--- src/fm_kon_settings.svh ---
`ifndef FM_KON_SETTINGS_SVH
`define FM_KON_SETTINGS_SVH

// Channel and operator geometry
`define FM_NUM_CH     6                           // Channels per chip
`define FM_NUM_OP     4                           // Operators per channel
`define FM_NUM_SLOT   (`FM_NUM_CH * `FM_NUM_OP)   // Slots in one round

// Host command path
`define FM_CMD_DEPTH  4                           // Command queue entries
`define FM_CREDITS    `FM_CMD_DEPTH               // Host credits after reset

// Composite sine mode
`define FM_CSM_CH     2                           // Channel keyed on timer A overflow

`endif

--- src/fm_slot_pkg.sv ---
`include "fm_kon_settings.svh"

package fm_slot_pkg;

    // Channel number, 0 to 5
    typedef logic [$clog2(`FM_NUM_CH)-1:0] ch_t;

    // Operator number, 0 to 3
    typedef logic [$clog2(`FM_NUM_OP)-1:0] op_t;

    // One key bit per operator, bit n is operator n
    typedef logic [`FM_NUM_OP-1:0] op_mask_t;

endpackage

--- src/fm_host_pkg.sv ---
package fm_host_pkg;

    // Host opcodes
    typedef enum logic [2:0] {
        CMD_KEYON     = 3'd0,   // Write key mask of one channel
        CMD_TMR_LOAD  = 3'd1,   // Load timer A reload and count
        CMD_TMR_START = 3'd2,   // Timer A runs
        CMD_TMR_STOP  = 3'd3,   // Timer A halts
        CMD_CLR_FLAG  = 3'd4,   // Clear sticky overflow flag
        CMD_CSM       = 3'd5    // CSM on or off, data bit 0
    } cmd_op_t;

    // One queued command
    typedef struct packed {
        cmd_op_t          op;     // What to do
        fm_slot_pkg::ch_t ch;     // Target channel for key-on
        logic [9:0]       data;   // Key mask, timer value or CSM enable
    } cmd_t;

    // Controller states
    typedef enum logic [1:0] {
        ST_IDLE     = 2'd0,   // Waiting for a queued command
        ST_DISPATCH = 2'd1,   // Acting on the popped command
        ST_WAIT_KEY = 2'd2    // Key-on request held for the ring
    } ctrl_state_t;

endpackage

--- src/fm_kon_if.sv ---
`timescale 1ns/1ps

interface fm_kon_if;
    import fm_slot_pkg::*;

    // Key-on request, held until taken
    logic       kon_req;      // Pending channel write
    ch_t        kon_ch;       // Channel to write
    op_mask_t   kon_mask;     // Four key bits for that channel
    logic       kon_taken;    // Ring wrote the mask this cycle

    // Timer A control
    logic       tmr_load;     // One-cycle load strobe
    logic [9:0] tmr_value;    // Reload value
    logic       tmr_run;      // Count enable, level
    logic       clr_flag;     // One-cycle flag clear strobe
    logic       csm_en;       // CSM mode, level

    modport ctrl (
        output kon_req, kon_ch, kon_mask,
        input  kon_taken,
        output tmr_load, tmr_value, tmr_run, clr_flag, csm_en
    );

    modport ring (
        input  kon_req, kon_ch, kon_mask,
        output kon_taken,
        input  csm_en
    );

    modport timer (
        input  tmr_load, tmr_value, tmr_run, clr_flag, csm_en
    );

endinterface

--- src/fm_slot_counter.sv ---
`timescale 1ns/1ps
`include "fm_kon_settings.svh"

module fm_slot_counter (
    input  logic             clk,
    input  logic             rst,
    output fm_slot_pkg::ch_t cur_ch,
    output fm_slot_pkg::op_t cur_op,
    output logic             round_end
);
    import fm_slot_pkg::*;

    logic ch_wrap;   // Last channel of an operator group
    logic op_wrap;   // Last operator

    assign ch_wrap = (cur_ch == ch_t'(`FM_NUM_CH - 1));
    assign op_wrap = (cur_op == op_t'(`FM_NUM_OP - 1));

    // Channel is the inner index, operator the outer
    always_ff @(posedge clk) begin
        if (rst) begin
            cur_ch <= '0;
            cur_op <= '0;
        end else if (ch_wrap) begin
            cur_ch <= '0;                        // Back to channel 0
            if (op_wrap) begin
                cur_op <= '0;                    // New round
            end else begin
                cur_op <= cur_op + 1'b1;         // Next operator group
            end
        end else begin
            cur_ch <= cur_ch + 1'b1;
        end
    end

    // Operator 3, channel 5 closes the round
    assign round_end = ch_wrap && op_wrap;

endmodule

--- src/fm_cmd_ctrl.sv ---
`timescale 1ns/1ps
`include "fm_kon_settings.svh"

module fm_cmd_ctrl (
    input  logic              clk,
    input  logic              rst,
    input  logic              cmd_valid,
    input  fm_host_pkg::cmd_t cmd,
    output logic              cmd_credit,
    fm_kon_if.ctrl            kif
);
    import fm_host_pkg::*;

    localparam int PTR_W = $clog2(`FM_CMD_DEPTH);

    cmd_t             queue [`FM_CMD_DEPTH];   // Command storage
    logic [PTR_W-1:0] wr_ptr;                  // Next free entry
    logic [PTR_W-1:0] rd_ptr;                  // Oldest entry
    logic [PTR_W:0]   count;                   // Entries held
    ctrl_state_t      state;
    cmd_t             cur_cmd;                 // Command being dispatched
    logic             run_q;                   // Timer A run bit
    logic             csm_q;                   // CSM enable bit
    logic             pop;                     // Take oldest command

    // Idle controller pulls the next command
    assign pop = (state == ST_IDLE) && (count != '0);

    // Host never sends without a credit, so no full check
    always_ff @(posedge clk) begin
        if (cmd_valid) begin
            queue[wr_ptr] <= cmd;
        end
        if (pop) begin
            cur_cmd <= queue[rd_ptr];
        end
    end

    always_ff @(posedge clk) begin
        if (rst) begin
            wr_ptr     <= '0;
            rd_ptr     <= '0;
            count      <= '0;
            cmd_credit <= 1'b0;
        end else begin
            if (cmd_valid) begin
                wr_ptr <= wr_ptr + 1'b1;
            end
            if (pop) begin
                rd_ptr <= rd_ptr + 1'b1;
            end
            case ({cmd_valid, pop})
                2'b10:   count <= count + 1'b1;
                2'b01:   count <= count - 1'b1;
                default: count <= count;           // Both or neither
            endcase
            cmd_credit <= pop;                     // One credit back per pop
        end
    end

    always_ff @(posedge clk) begin
        if (rst) begin
            state <= ST_IDLE;
            run_q <= 1'b0;
            csm_q <= 1'b0;
        end else begin
            case (state)
                ST_IDLE: begin
                    if (pop) begin
                        state <= ST_DISPATCH;
                    end
                end
                ST_DISPATCH: begin
                    state <= ST_IDLE;                  // Timer commands done here
                    case (cur_cmd.op)
                        CMD_KEYON:     state <= ST_WAIT_KEY;
                        CMD_TMR_START: run_q <= 1'b1;
                        CMD_TMR_STOP:  run_q <= 1'b0;
                        CMD_CSM:       csm_q <= cur_cmd.data[0];
                        default:       ;               // Load and clear are strobes
                    endcase
                end
                ST_WAIT_KEY: begin
                    if (kif.kon_taken) begin
                        state <= ST_IDLE;              // Ring wrote the mask
                    end
                end
                default: state <= ST_IDLE;
            endcase
        end
    end

    // Key-on request held stable from cur_cmd
    assign kif.kon_req   = (state == ST_WAIT_KEY);
    assign kif.kon_ch    = cur_cmd.ch;
    assign kif.kon_mask  = cur_cmd.data[3:0];

    // Timer strobes during dispatch
    assign kif.tmr_load  = (state == ST_DISPATCH) && (cur_cmd.op == CMD_TMR_LOAD);
    assign kif.clr_flag  = (state == ST_DISPATCH) && (cur_cmd.op == CMD_CLR_FLAG);
    assign kif.tmr_value = cur_cmd.data;
    assign kif.tmr_run   = run_q;
    assign kif.csm_en    = csm_q;

endmodule

--- src/fm_timer_a.sv ---
`timescale 1ns/1ps

module fm_timer_a (
    input  logic     clk,
    input  logic     rst,
    input  logic     round_end,
    fm_kon_if.timer  tif,
    output logic     overflow_a,
    output logic     flag_a,
    output logic     csm_fire
);

    logic [9:0] count;    // Rounds counted
    logic [9:0] reload;   // Value restored on overflow
    logic       step;     // Count advances this cycle
    logic       wrap;     // Overflow this cycle

    assign step = tif.tmr_run && round_end;
    assign wrap = step && (count == 10'h3ff);

    always_ff @(posedge clk) begin
        if (rst) begin
            count  <= '0;
            reload <= '0;
        end else if (tif.tmr_load) begin
            reload <= tif.tmr_value;               // Load sets both
            count  <= tif.tmr_value;
        end else if (step) begin
            if (wrap) begin
                count <= reload;                   // Restart from reload
            end else begin
                count <= count + 1'b1;             // One step per round
            end
        end
    end

    always_ff @(posedge clk) begin
        if (rst) begin
            overflow_a <= 1'b0;
            flag_a     <= 1'b0;
            csm_fire   <= 1'b0;
        end else begin
            overflow_a <= wrap;                    // Single-cycle pulse
            csm_fire   <= wrap && tif.csm_en;      // Ring forces next round
            if (wrap) begin
                flag_a <= 1'b1;                    // Set wins over clear
            end else if (tif.clr_flag) begin
                flag_a <= 1'b0;
            end
        end
    end

endmodule

--- src/fm_keyon_ring.sv ---
`timescale 1ns/1ps
`include "fm_kon_settings.svh"

module fm_keyon_ring (
    input  logic             clk,
    input  logic             rst,
    input  fm_slot_pkg::ch_t cur_ch,
    input  fm_slot_pkg::op_t cur_op,
    input  logic             csm_fire,
    fm_kon_if.ring           rif,
    output fm_slot_pkg::ch_t slot_ch,
    output fm_slot_pkg::op_t slot_op,
    output logic             key_on
);
    import fm_slot_pkg::*;

    logic [`FM_NUM_SLOT-1:0] ring;         // Bit 0 is the current slot
    logic [`FM_NUM_SLOT-1:0] ring_nxt;
    logic                    key_upnow;    // Write the pending channel now
    logic                    last_slot;    // Final slot of the round
    logic                    csm_pend;     // Overflow seen, waiting for round start
    logic                    csm_active;   // Forcing round in progress
    logic                    csm_slot;     // Force this slot on

    // Write at operator 3 of the requested channel
    assign key_upnow = rif.kon_req && (rif.kon_ch == cur_ch)
                       && (cur_op == op_t'(`FM_NUM_OP - 1));
    assign rif.kon_taken = key_upnow;

    assign last_slot = (cur_ch == ch_t'(`FM_NUM_CH - 1)) && (cur_op == op_t'(`FM_NUM_OP - 1));

    // Rotate, then overlay the channel's four bits
    // Operator o of the channel sits 6*(3-o) stages behind the head slot
    always_comb begin
        ring_nxt = {ring[0], ring[`FM_NUM_SLOT-1:1]};
        if (key_upnow) begin
            for (int o = 0; o < `FM_NUM_OP; o++) begin
                ring_nxt[`FM_NUM_SLOT - 1 - `FM_NUM_CH * (`FM_NUM_OP - 1 - o)] = rif.kon_mask[o];
            end
        end
    end

    always_ff @(posedge clk) begin
        if (rst) begin
            ring <= '0;                            // All keys off
        end else begin
            ring <= ring_nxt;
        end
    end

    // Overflow held until the round boundary, then one full round
    always_ff @(posedge clk) begin
        if (rst) begin
            csm_pend   <= 1'b0;
            csm_active <= 1'b0;
        end else begin
            if (last_slot) begin
                csm_active <= csm_pend;
                csm_pend   <= 1'b0;
            end
            if (csm_fire) begin
                csm_pend <= 1'b1;
            end
        end
    end

    assign csm_slot = rif.csm_en && csm_active && (cur_ch == ch_t'(`FM_CSM_CH));

    // Slot number and key bit leave together
    always_ff @(posedge clk) begin
        if (rst) begin
            slot_ch <= '0;
            slot_op <= '0;
            key_on  <= 1'b0;
        end else begin
            slot_ch <= cur_ch;
            slot_op <= cur_op;
            key_on  <= ring[0] | csm_slot;         // Stored bit or CSM force
        end
    end

endmodule

--- src/fm_kon_top.sv ---
`timescale 1ns/1ps

module fm_kon_top (
    input  logic                 clk,
    input  logic                 rst,
    input  logic                 cmd_valid,
    input  fm_host_pkg::cmd_op_t cmd_op,
    input  fm_slot_pkg::ch_t     cmd_ch,
    input  logic [9:0]           cmd_data,
    output logic                 cmd_credit,
    output fm_slot_pkg::ch_t     slot_ch,
    output fm_slot_pkg::op_t     slot_op,
    output logic                 key_on,
    output logic                 overflow_a,
    output logic                 flag_a
);
    import fm_slot_pkg::*;
    import fm_host_pkg::*;

    ch_t  cur_ch;       // Counter channel
    op_t  cur_op;       // Counter operator
    logic round_end;    // Last slot of round
    logic csm_fire;     // Timer overflow with CSM on
    cmd_t cmd_word;     // Host fields packed

    assign cmd_word = '{op: cmd_op, ch: cmd_ch, data: cmd_data};

    fm_kon_if kif ();

    fm_slot_counter u_counter (
        .clk       (clk),
        .rst       (rst),
        .cur_ch    (cur_ch),
        .cur_op    (cur_op),
        .round_end (round_end)
    );

    fm_cmd_ctrl u_ctrl (
        .clk        (clk),
        .rst        (rst),
        .cmd_valid  (cmd_valid),
        .cmd        (cmd_word),
        .cmd_credit (cmd_credit),
        .kif        (kif.ctrl)
    );

    fm_timer_a u_timer (
        .clk        (clk),
        .rst        (rst),
        .round_end  (round_end),
        .tif        (kif.timer),
        .overflow_a (overflow_a),
        .flag_a     (flag_a),
        .csm_fire   (csm_fire)
    );

    fm_keyon_ring u_ring (
        .clk      (clk),
        .rst      (rst),
        .cur_ch   (cur_ch),
        .cur_op   (cur_op),
        .csm_fire (csm_fire),
        .rif      (kif.ring),
        .slot_ch  (slot_ch),
        .slot_op  (slot_op),
        .key_on   (key_on)
    );

endmodule

--- config.mk ---
export PLATFORM = sky130hd
export DESIGN_NAME = fm_kon_top
export DESIGN_NICKNAME = d
export VERILOG_FILES = /design/src/fm_slot_pkg.sv /design/src/fm_host_pkg.sv /design/src/fm_kon_if.sv /design/src/fm_slot_counter.sv /design/src/fm_cmd_ctrl.sv /design/src/fm_timer_a.sv /design/src/fm_keyon_ring.sv /design/src/fm_kon_top.sv
export VERILOG_INCLUDE_DIRS = /design/src
export SDC_FILE = /design/constraint.sdc
export NUM_CORES = 1
export LEC_CHECK = 0
export ABC_AREA = 0
export ABC_CLOCK_PERIOD_IN_PS = 10550
export BUFFER_PORTS_ARGS = -buffer_cell sky130_fd_sc_hd__buf_2
export CAP_MARGIN = 20
export CORE_MARGIN = 2
export CORE_UTILIZATION = 30
export DETAILED_ROUTE_END_ITERATION = 6
export PLACE_DENSITY = 0.47
export SYNTH_ARGS = -nofsm -noshare
export SYNTH_HDL_FRONTEND = slang
export SYNTH_SLANG_ARGS = --single-unit
--- constraint.sdc ---
create_clock -name clk -period 10.55 [get_ports clk]
set_clock_uncertainty 0.2 [all_clocks]
set_input_delay 0.5275 -clock clk [delete_from_list [all_inputs] [get_ports clk]]
set_output_delay 0.5275 -clock clk [all_outputs]
set_load 0.02 [all_outputs]
==> results of run 1 <==
-- final cells by class --
type                            count  area [um^2]  share of cell area [%]
Clock buffer                       17          425                    6.31
Clock inverter                     15          144                    2.14
Inverter                           12         45.0                   0.668
Multi-Input combinational cell    233         1800                    26.7
Sequential cell                   152         3840                    57.0
Tap cell                          260          325                    4.83
Timing Repair Buffer               30          158                    2.34
-- per-stage QoR --
| step | instances | power [mW] |
|---|---|---|
| floorplan | 418 | 0.913 |
| global placement | 687 | 0.979 |
| detailed placement | 687 | 0.983 |
| CTS | 719 | 1.57 |
| global route | 719 | 1.62 |
| finish | 719 | 1.55 |
-- path summary, 6_finish.rpt --
check	end	slack, ps
setup reg to reg	u_timer.count[1]	8100
hold reg to reg	u_ring.ring[13]	230
setup / recovery	u_timer.count[1]	8100
hold / removal	u_ctrl.queue[0][9]	120
-- state kept, by name (all words and copies together), names as in the netlist, 3 cells and up --
name,cells
u_ctrl.queue,64
u_ring.ring,24
u_ctrl.kif.tmr_value,10
u_timer.count,10
u_timer.reload,10
u_counter.cur_ch,3
u_ctrl.count,3
u_ctrl.cur_cmd,3
u_ctrl.kif.kon_ch,3
u_ring.slot_ch,3
-- cells in the mapped netlist (2+ instances only) --
cell type,count
edfxtp_1,80
dfxtp_1,72
nand2_1,30
nor2_1,26
nor2b_1,22
a21oi_1,21
mux4_2,16
clkbuf_1,12
inv_1,12
ha_1,10
mux2i_1,10
nand3_1,8
nor3_1,8
nand4_1,7
o21ai_0,7
and2_1,6
xnor2_1,6
buf_2,5
xor2_1,5
and3_1,4
a211oi_1,3
and4_1,3
o31ai_1,3
or3_1,3
a211o_1,2
a221oi_1,2
a311oi_1,2
a31oi_1,2
a41oi_1,2
and3b_1,2
buf_1,2
nor4_1,2
nor4b_1,2
o211ai_1,2
-- per-layer routing --
layer,vias to the layer above,wire length [um],GRT usage (%)
met3,13,498,3.66
met1,1605,4910,15.0
met2,76,5250,18.3
met4,0,183,5.99
met5,-,0,0
li1,1599,-,-
-- cell families after synthesis --
| group | Yosys count | synth area share [%] |
|---|---|---|
| AOI/OAI and AO/OA | 52 | 6.08 |
| and+or+nand+nor | 133 | 12.8 |
| DFF | 152 | 66.5 |
| muxes | 26 | 7.97 |
| adders and majority gates | 11 | 2.51 |
| xor gates and xnor gates | 11 | 1.67 |
| buffers and inverters | 33 | 2.45 |
-- power groups by stage --
stage	combinational [mW]	sequential, mW	clock [mW]
floorplan	0.166	0.747	0
global placement	0.204	0.775	0
detailed placement	0.207	0.776	0
CTS	0.208	0.763	0.600
global route	0.225	0.771	0.628
finish	0.202	0.762	0.583
-- worst register-to-register path: stages (launching register included) --
cell	delay, ps
dfxtp_1	400
ha_1	330
and4_1	630
nand4_1	370
mux2i_1	200
a221oi_1	230
==> flow_metrics.py, run 1 <==
metrics = {
    "sta": {
        "timing.fmax_mhz": 408,
        "slew_headroom_pct": 37.6,
        "hold_viol_final": 0,
        "period_minus_slack_ps": 2450,
        "finalMaxSlewViolations": 0,
        "timing.final.ws_setup_ps": 8100,
        "finalCritPeriodShare_pct": 23.2,
        "worst_pin_slew_ps": 937,
        "timing.hold.ws_ps": 118,
        "rsz0062_at_grt": "no",
        "setup_viol": 0,
        "setup_tns_ps": 0,
    },
    "worst_setup_path": {
        "critical_path_class": "flop to flop",
        "startpoint_type": "flop",
        "critPathRequiredTime_ps": 10670,
        "cp.depth": 5,
        "r2r-start": "u_counter.cur_ch[0]",
        "cp.arrival_ps": 2580,
        "crit_fanout": 14,
        "path_cells": "ha_1 > and4_1 > nand4_1 > mux2i_1 > a221oi_1",
        "critPathLaunch": "u_counter.cur_ch[0]",
        "rr_worst_depth": 5,
        "critPathSlowestCell": "and4_1",
        "end_kind": "flop",
        "crit_buf_inv": 0,
        "critPathTopFamily": "simple AND/OR/NAND/NOR gates",
        "critPathMaxStageDelay_ps": 630,
    },
    "global_routing": {
        "antenna_found_initial": 0,
        "grt_overflow": 0,
        "grt_usage_pct": 11.8,
        "grt_pass1_wl_um": 17700,
        "grt_pass1_vias": 3298,
        "grt_max_degree": 69,
    },
    "drt": {
        "viasPerCell": 4.58,
        "wirelength_um": 10800,
        "post_drt_wl_per_cell_um": 15.1,
        "drt-pass1-iter-count": 4,
        "vias": 3293,
        "detail-route-antenna-nets": 0,
        "remaining_drc_errors": 0,
        "first_iter_violations": 254,
    },
    "synth": {
        "synth_area_leaders": "edfxtp_1 (42%), dfxtp_1 (25%), mux4_2 (6.2%), nor2b_1 (2.4%), ha_1 (2.2%)",
        "synth_cells": 418,
        "synthFlopType": "edfxtp_1",
        "async_flop_share_pct": 0,
        "ys_ff_latch": 152,
        "synth_edf_count": 80,
        "ys_seq_area_share_pct": 66.5,
        "synth.cell_area_um2": 5780,
        "synth_area_per_cell_um2": 13.8,
        "yosysTopAreaCell": "edfxtp_1",
        "synth_nets": 448,
        "ys_warn_count": 0,
        "synth_top_area_share_pct": 41.6,
        "yosysUniqueCellTypes": 53,
    },
    "finish": {
        "nNetsFinal": 476,
        "n_antenna_cell": 0,
        "n_fill_cell": 1842,
        "final_cell_mix": "edfxtp_1 (80), dfxtp_1 (72), nand2_1 (30), buf_2 (27), nor2_1 (26)",
        "design_area_um2": 6740,
        "final_util_pct": 35.8,
        "drive_above_1_share_pct": 19.2,
        "area_delta_synth_final_pct": 16.6,
        "final_common_cell": "edfxtp_1",
    },
    "placed_design": {
        "post_dp_cell_area_um2": 6170,
        "gp_congestion": 0.757,
        "hpwlAfterDp_um": 6830,
        "dpl_worst_slack_ps": 8130,
        "io_buffers": 27,
    },
    "floorplan": {
        "die_area_um2": 20400,
        "start_util_pct": 30.7,
        "ios": 28,
        "die_w_um": 143,
        "row_count": 50,
        "die-height_um": 143,
        "core_um2": 18800,
    },
    "clock_tree": {
        "worstSkewPairLatency_ps": 420,
        "cts_tree": "done",
        "path_clk_slew_ps": 60,
        "ctsLongestPathBuffers": 2,
        "cts_resized": 0,
        "htree_levels": 4,
        "cts_sinks": 152,
        "numCtsBuffers": 17,
        "cts_setup_buffers": 0,
        "clockRootBuffer": "clkbuf_16",
        "holdBufCountCts": 0,
    },
    "power_and_ir_drop": {
        "p_int_mw": 1.12,
        "seq_power_share_pct": 49.2,
        "combPwrFrac_pct": 13.1,
        "switchingPower_mw": 0.423,
        "powerDensity_nw_per_um2": 230,
        "p_leak_nw": 2.32,
        "clkPwrFrac_pct": 37.7,
        "swShare_pct": 27.3,
        "ir_drop_mv": 0.131,
    },
    "hold_path": {
        "min_from": "cmd_data[9]",
        "hold_class": "input port to flop",
        "whs_path_depth": 1,
    },
    "job": {
        "max_cap_violations": 0,
    },
    "run_status": {
        "status": "finished clean",
    },
}
Power figures use the tool's default switching activity.
==> inputs of run 2 (changes only) <==
--- a/config.mk
+++ b/config.mk
@@ -6,14 +6,14 @@
 export SDC_FILE = /design/constraint.sdc
 export NUM_CORES = 1
 export LEC_CHECK = 0
-export ABC_AREA = 0
-export ABC_CLOCK_PERIOD_IN_PS = 10550
+export ABC_AREA = 1
+export ABC_CLOCK_PERIOD_IN_PS = 2100
 export BUFFER_PORTS_ARGS = -buffer_cell sky130_fd_sc_hd__buf_2
 export CAP_MARGIN = 20
 export CORE_MARGIN = 2
 export CORE_UTILIZATION = 30
 export DETAILED_ROUTE_END_ITERATION = 6
-export PLACE_DENSITY = 0.47
+export PLACE_DENSITY = 0.48
 export SYNTH_ARGS = -nofsm -noshare
 export SYNTH_HDL_FRONTEND = slang
 export SYNTH_SLANG_ARGS = --single-unit
==> constraint.sdc (replaced) <==
create_clock -name clk -period 2.1 [get_ports clk]
set_clock_uncertainty 0.2 [all_clocks]
set_input_delay 0.105 -clock clk [delete_from_list [all_inputs] [get_ports clk]]
set_output_delay 0.105 -clock clk [all_outputs]
set_load 0.02 [all_outputs]
==> run 2 against run 1 <==
  * Design area up 7.2%
  * Synthesized cell count up 43%
  * Register-to-register slack worse by 7900 ps
  * Flip-flop and latch count unchanged
  * Synthesized area up 3.5%
  * Critical path type unchanged
  * Highest routed layer unchanged
==> flow_metrics.py, run 2 <==
metrics = {
    "global_routing": {
        "grt_max_degree": 45,
        "antenna_found_initial": 0,
        "grt_usage_pct": 11.8,
        "grt_pass1_vias": 3863,
        "grt_pass1_wl_um": 19600,
        "grt_overflow": 0,
    },
    "worst_setup_path": {
        "critPathSlowestCell": "fa_2",
        "path_cells": "inv_2 > nand2_2 > a31oi_4 > ha_2 > inv_1 > fa_2 > a21oi_1 > o21ai_1 > o21ai_1 > a21oi_1",
        "end_kind": "flop",
        "critPathLaunch": "u_ctrl.state[1]",
        "timing.rr.end": "u_ctrl.count[2]",
        "cp.arrival_ps": 2010,
        "r2r-start": "u_ctrl.state[1]",
        "r2r_slack_ps": 180,
        "endpoint": "u_ctrl.count[2]",
        "critPathRequiredTime_ps": 2200,
        "rr_worst_depth": 10,
        "critPathMaxStageDelay_ps": 350,
        "critical_path_class": "flop to flop",
        "startpoint_type": "flop",
        "crit_fanout": 3,
    },
    "synth": {
        "synth_area_per_cell_um2": 9.98,
        "synth_top_area_share_pct": 40.2,
        "synthTopCellsByCount": "nor2_1 (103), inv_1 (87), edfxtp_1 (80)",
        "ys_seq_area_share_pct": 64.3,
        "ys_ff_latch": 152,
        "ys_warn_count": 0,
        "synth_cells": 599,
        "synth.cell_area_um2": 5980,
        "yosysUniqueCellTypes": 32,
        "synth_nets": 629,
        "yosysTopAreaCell": "edfxtp_1",
        "synth_edf_count": 80,
        "async_flop_share_pct": 0,
        "synth.most_common_cell": "nor2_1",
        "synthFlopType": "edfxtp_1",
        "synth_area_leaders": "edfxtp_1 (40%), dfxtp_1 (24%), nor2_1 (6.5%), inv_1 (5.5%), nand2_1 (4.8%)",
    },
    "placed_design": {
        "gp_congestion": 0.765,
        "hpwlAfterDp_um": 7730,
        "io_buffers": 27,
        "place_inst": 884,
        "post_dp_cell_area_um2": 6470,
        "dpl_worst_slack_ps": 200,
    },
    "sta": {
        "finalCritPeriodShare_pct": 91.3,
        "rsz0062_at_grt": "no",
        "timing.final.ws_setup_ps": 182,
        "setup_viol": 0,
        "timing.fmax_mhz": 521,
        "worst_pin_slew_ps": 830,
        "finalMaxSlewViolations": 0,
        "hold_viol_final": 0,
        "period_minus_slack_ps": 1920,
        "slew_headroom_pct": 44.6,
    },
    "drt": {
        "first_iter_violations": 218,
        "viasPerCell": 4.30,
        "wirelength_um": 11900,
        "remaining_drc_errors": 0,
        "vias": 4016,
        "post_drt_wl_per_cell_um": 12.8,
        "detail-route-antenna-nets": 0,
        "drt-pass1-iter-count": 4,
    },
    "floorplan": {
        "die-height_um": 145,
        "core_um2": 19500,
        "ios": 28,
        "die_area_um2": 21100,
        "row_count": 51,
        "die_w_um": 145,
        "start_util_pct": 30.6,
    },
    "power_and_ir_drop": {
        "p_leak_nw": 2.84,
        "ir_drop_mv": 0.565,
        "powerDensity_nw_per_um2": 1140,
    },
    "job": {
        "max_cap_violations": 0,
    },
    "finish": {
        "final_util_pct": 37.0,
        "reg.largest.list": "u_ctrl.queue (64), u_ring.ring (24)",
        "final_cell_mix": "nor2_1 (103), inv_1 (84), edfxtp_1 (80), nand2_1 (75), dfxtp_1 (72)",
        "final_common_cell": "nor2_1",
        "nNetsFinal": 685,
        "largest_reg_flops": 64,
        "area_delta_synth_final_pct": 20.8,
        "design_area_um2": 7220,
        "top_register": "u_ctrl.queue",
        "n_antenna_cell": 0,
        "drive_above_1_share_pct": 13.8,
        "n_fill_cell": 1979,
        "fin_cells": 933,
    },
    "clock_tree": {
        "cts_tree": "done",
        "htree_levels": 4,
        "clockRootBuffer": "clkbuf_16",
        "numCtsBuffers": 17,
        "ctsLongestPathBuffers": 2,
        "worstSkewPairLatency_ps": 410,
        "path_clk_slew_ps": 60,
        "cts_sinks": 152,
    },
    "hold_path": {
        "whs_path_depth": 3,
        "hold_class": "input port to flop",
    },
    "run_status": {
        "status": "finished clean",
    },
}
[run 2: cell types whose count changed in the layout (fill, tap and decap cells not counted), sizes merged, moves of 10 or more]
| cell | delta |
|---|---|
| o21ai | +45 |
| nand2 | +48 |
| nand3 | +15 |
| dlygate4sd3 | +17 |
| nor2 | +83 |
| nor2b | -22 |
| mux2i | -10 |
| o22ai | +16 |
| mux4 | -16 |
| inv | +72 |
[run 2: metal layers]
metal | vias to the layer above | wire, um | global-route usage, %
li1 | 2064 | - | -
met1 | 1864 | 5750 | 15.1
met2 | 75 | 5570 | 19.4
met3 | 13 | 433 | 2.96
met4 | 0 | 159 | 4.31
met5 | - | 0 | 0
[run 2: how the worst min path moves through the flow]
stage                            from            endpoint
after floorplan           cmd_data[0]  u_ctrl.queue[0][0]
after global placement    cmd_data[5]  u_ctrl.queue[2][5]
after detailed placement  cmd_data[5]  u_ctrl.queue[3][5]
after CTS                         rst      u_ring.ring[2]
after global routing              rst      u_ring.ring[2]
final                             rst     u_ring.csm_pend
[run 2: what timing repair did]
| item | 4_1_cts | 5_1_grt |
|---|---|---|
| hold buffers | 17 | 0 |
| setup endpoints to repair | 0 | 1 |
| hold endpoints to repair | 66 | 0 |
| buffers inserted | 0 | 0 |
| resized for setup | 0 | 2 |
[run 2: report_power, final]
| group | switching [mW] | internal, mW | leakage, nW | total (mW) |
|---|---|---|---|---|
| Sequential | 0.197 | 3.59 | 1.32 | 3.79 |
| Clock | 1.17 | 1.78 | 0.296 | 2.94 |
| Combinational | 1.01 | 0.479 | 1.22 | 1.49 |
| Total | 2.38 | 5.84 | 2.84 | 8.22 |
[run 2: per-stage QoR]
stage / hold slack, ps / setup TNS (ps) / power (mW)
after detailed placement: 121 / 0 / 5.35
after floorplan: 3.87 / -55.0 / 4.82
after global placement: 116 / 0 / 5.30
after global routing: 64.2 / 0 / 8.69
final: 40.5 / 0 / 8.22
after CTS: 36.9 / 0 / 8.32
[run 2: final cells by class]
| type | count | area, um^2 | area share [%] |
|---|---|---|---|
| Clock buffer | 22 | 488 | 6.76 |
| Clock inverter | 10 | 91.3 | 1.26 |
| Inverter | 88 | 330 | 4.57 |
| Multi-Input combinational cell | 340 | 1740 | 24.1 |
| Sequential cell | 152 | 3840 | 53.2 |
| Tap cell | 265 | 332 | 4.59 |
| Timing Repair Buffer | 56 | 395 | 5.47 |
[run 2: critical path, delay by kind of cell, from the launching register on]
kind            cells  cell delay [ps]
compound gates      5              560
fa+ha+maj           2              540
buf+inv             2              140
flops               1              310
simple gates        1               60
[run 2: logic make-up (layout without fill, tap and decap cells)]
kind of cell               after synthesis  in the layout  synth area share [%]
AOI/OAI and AO/OA                      101            101                  8.85
xor gates and xnor gates                 7              7                  1.03
adders and majority gates               11             11                  2.43
buffers and inverters                  107            176                  6.93
DFF                                    152            152                  64.3
and+or+nand+nor                        221            221                  16.5
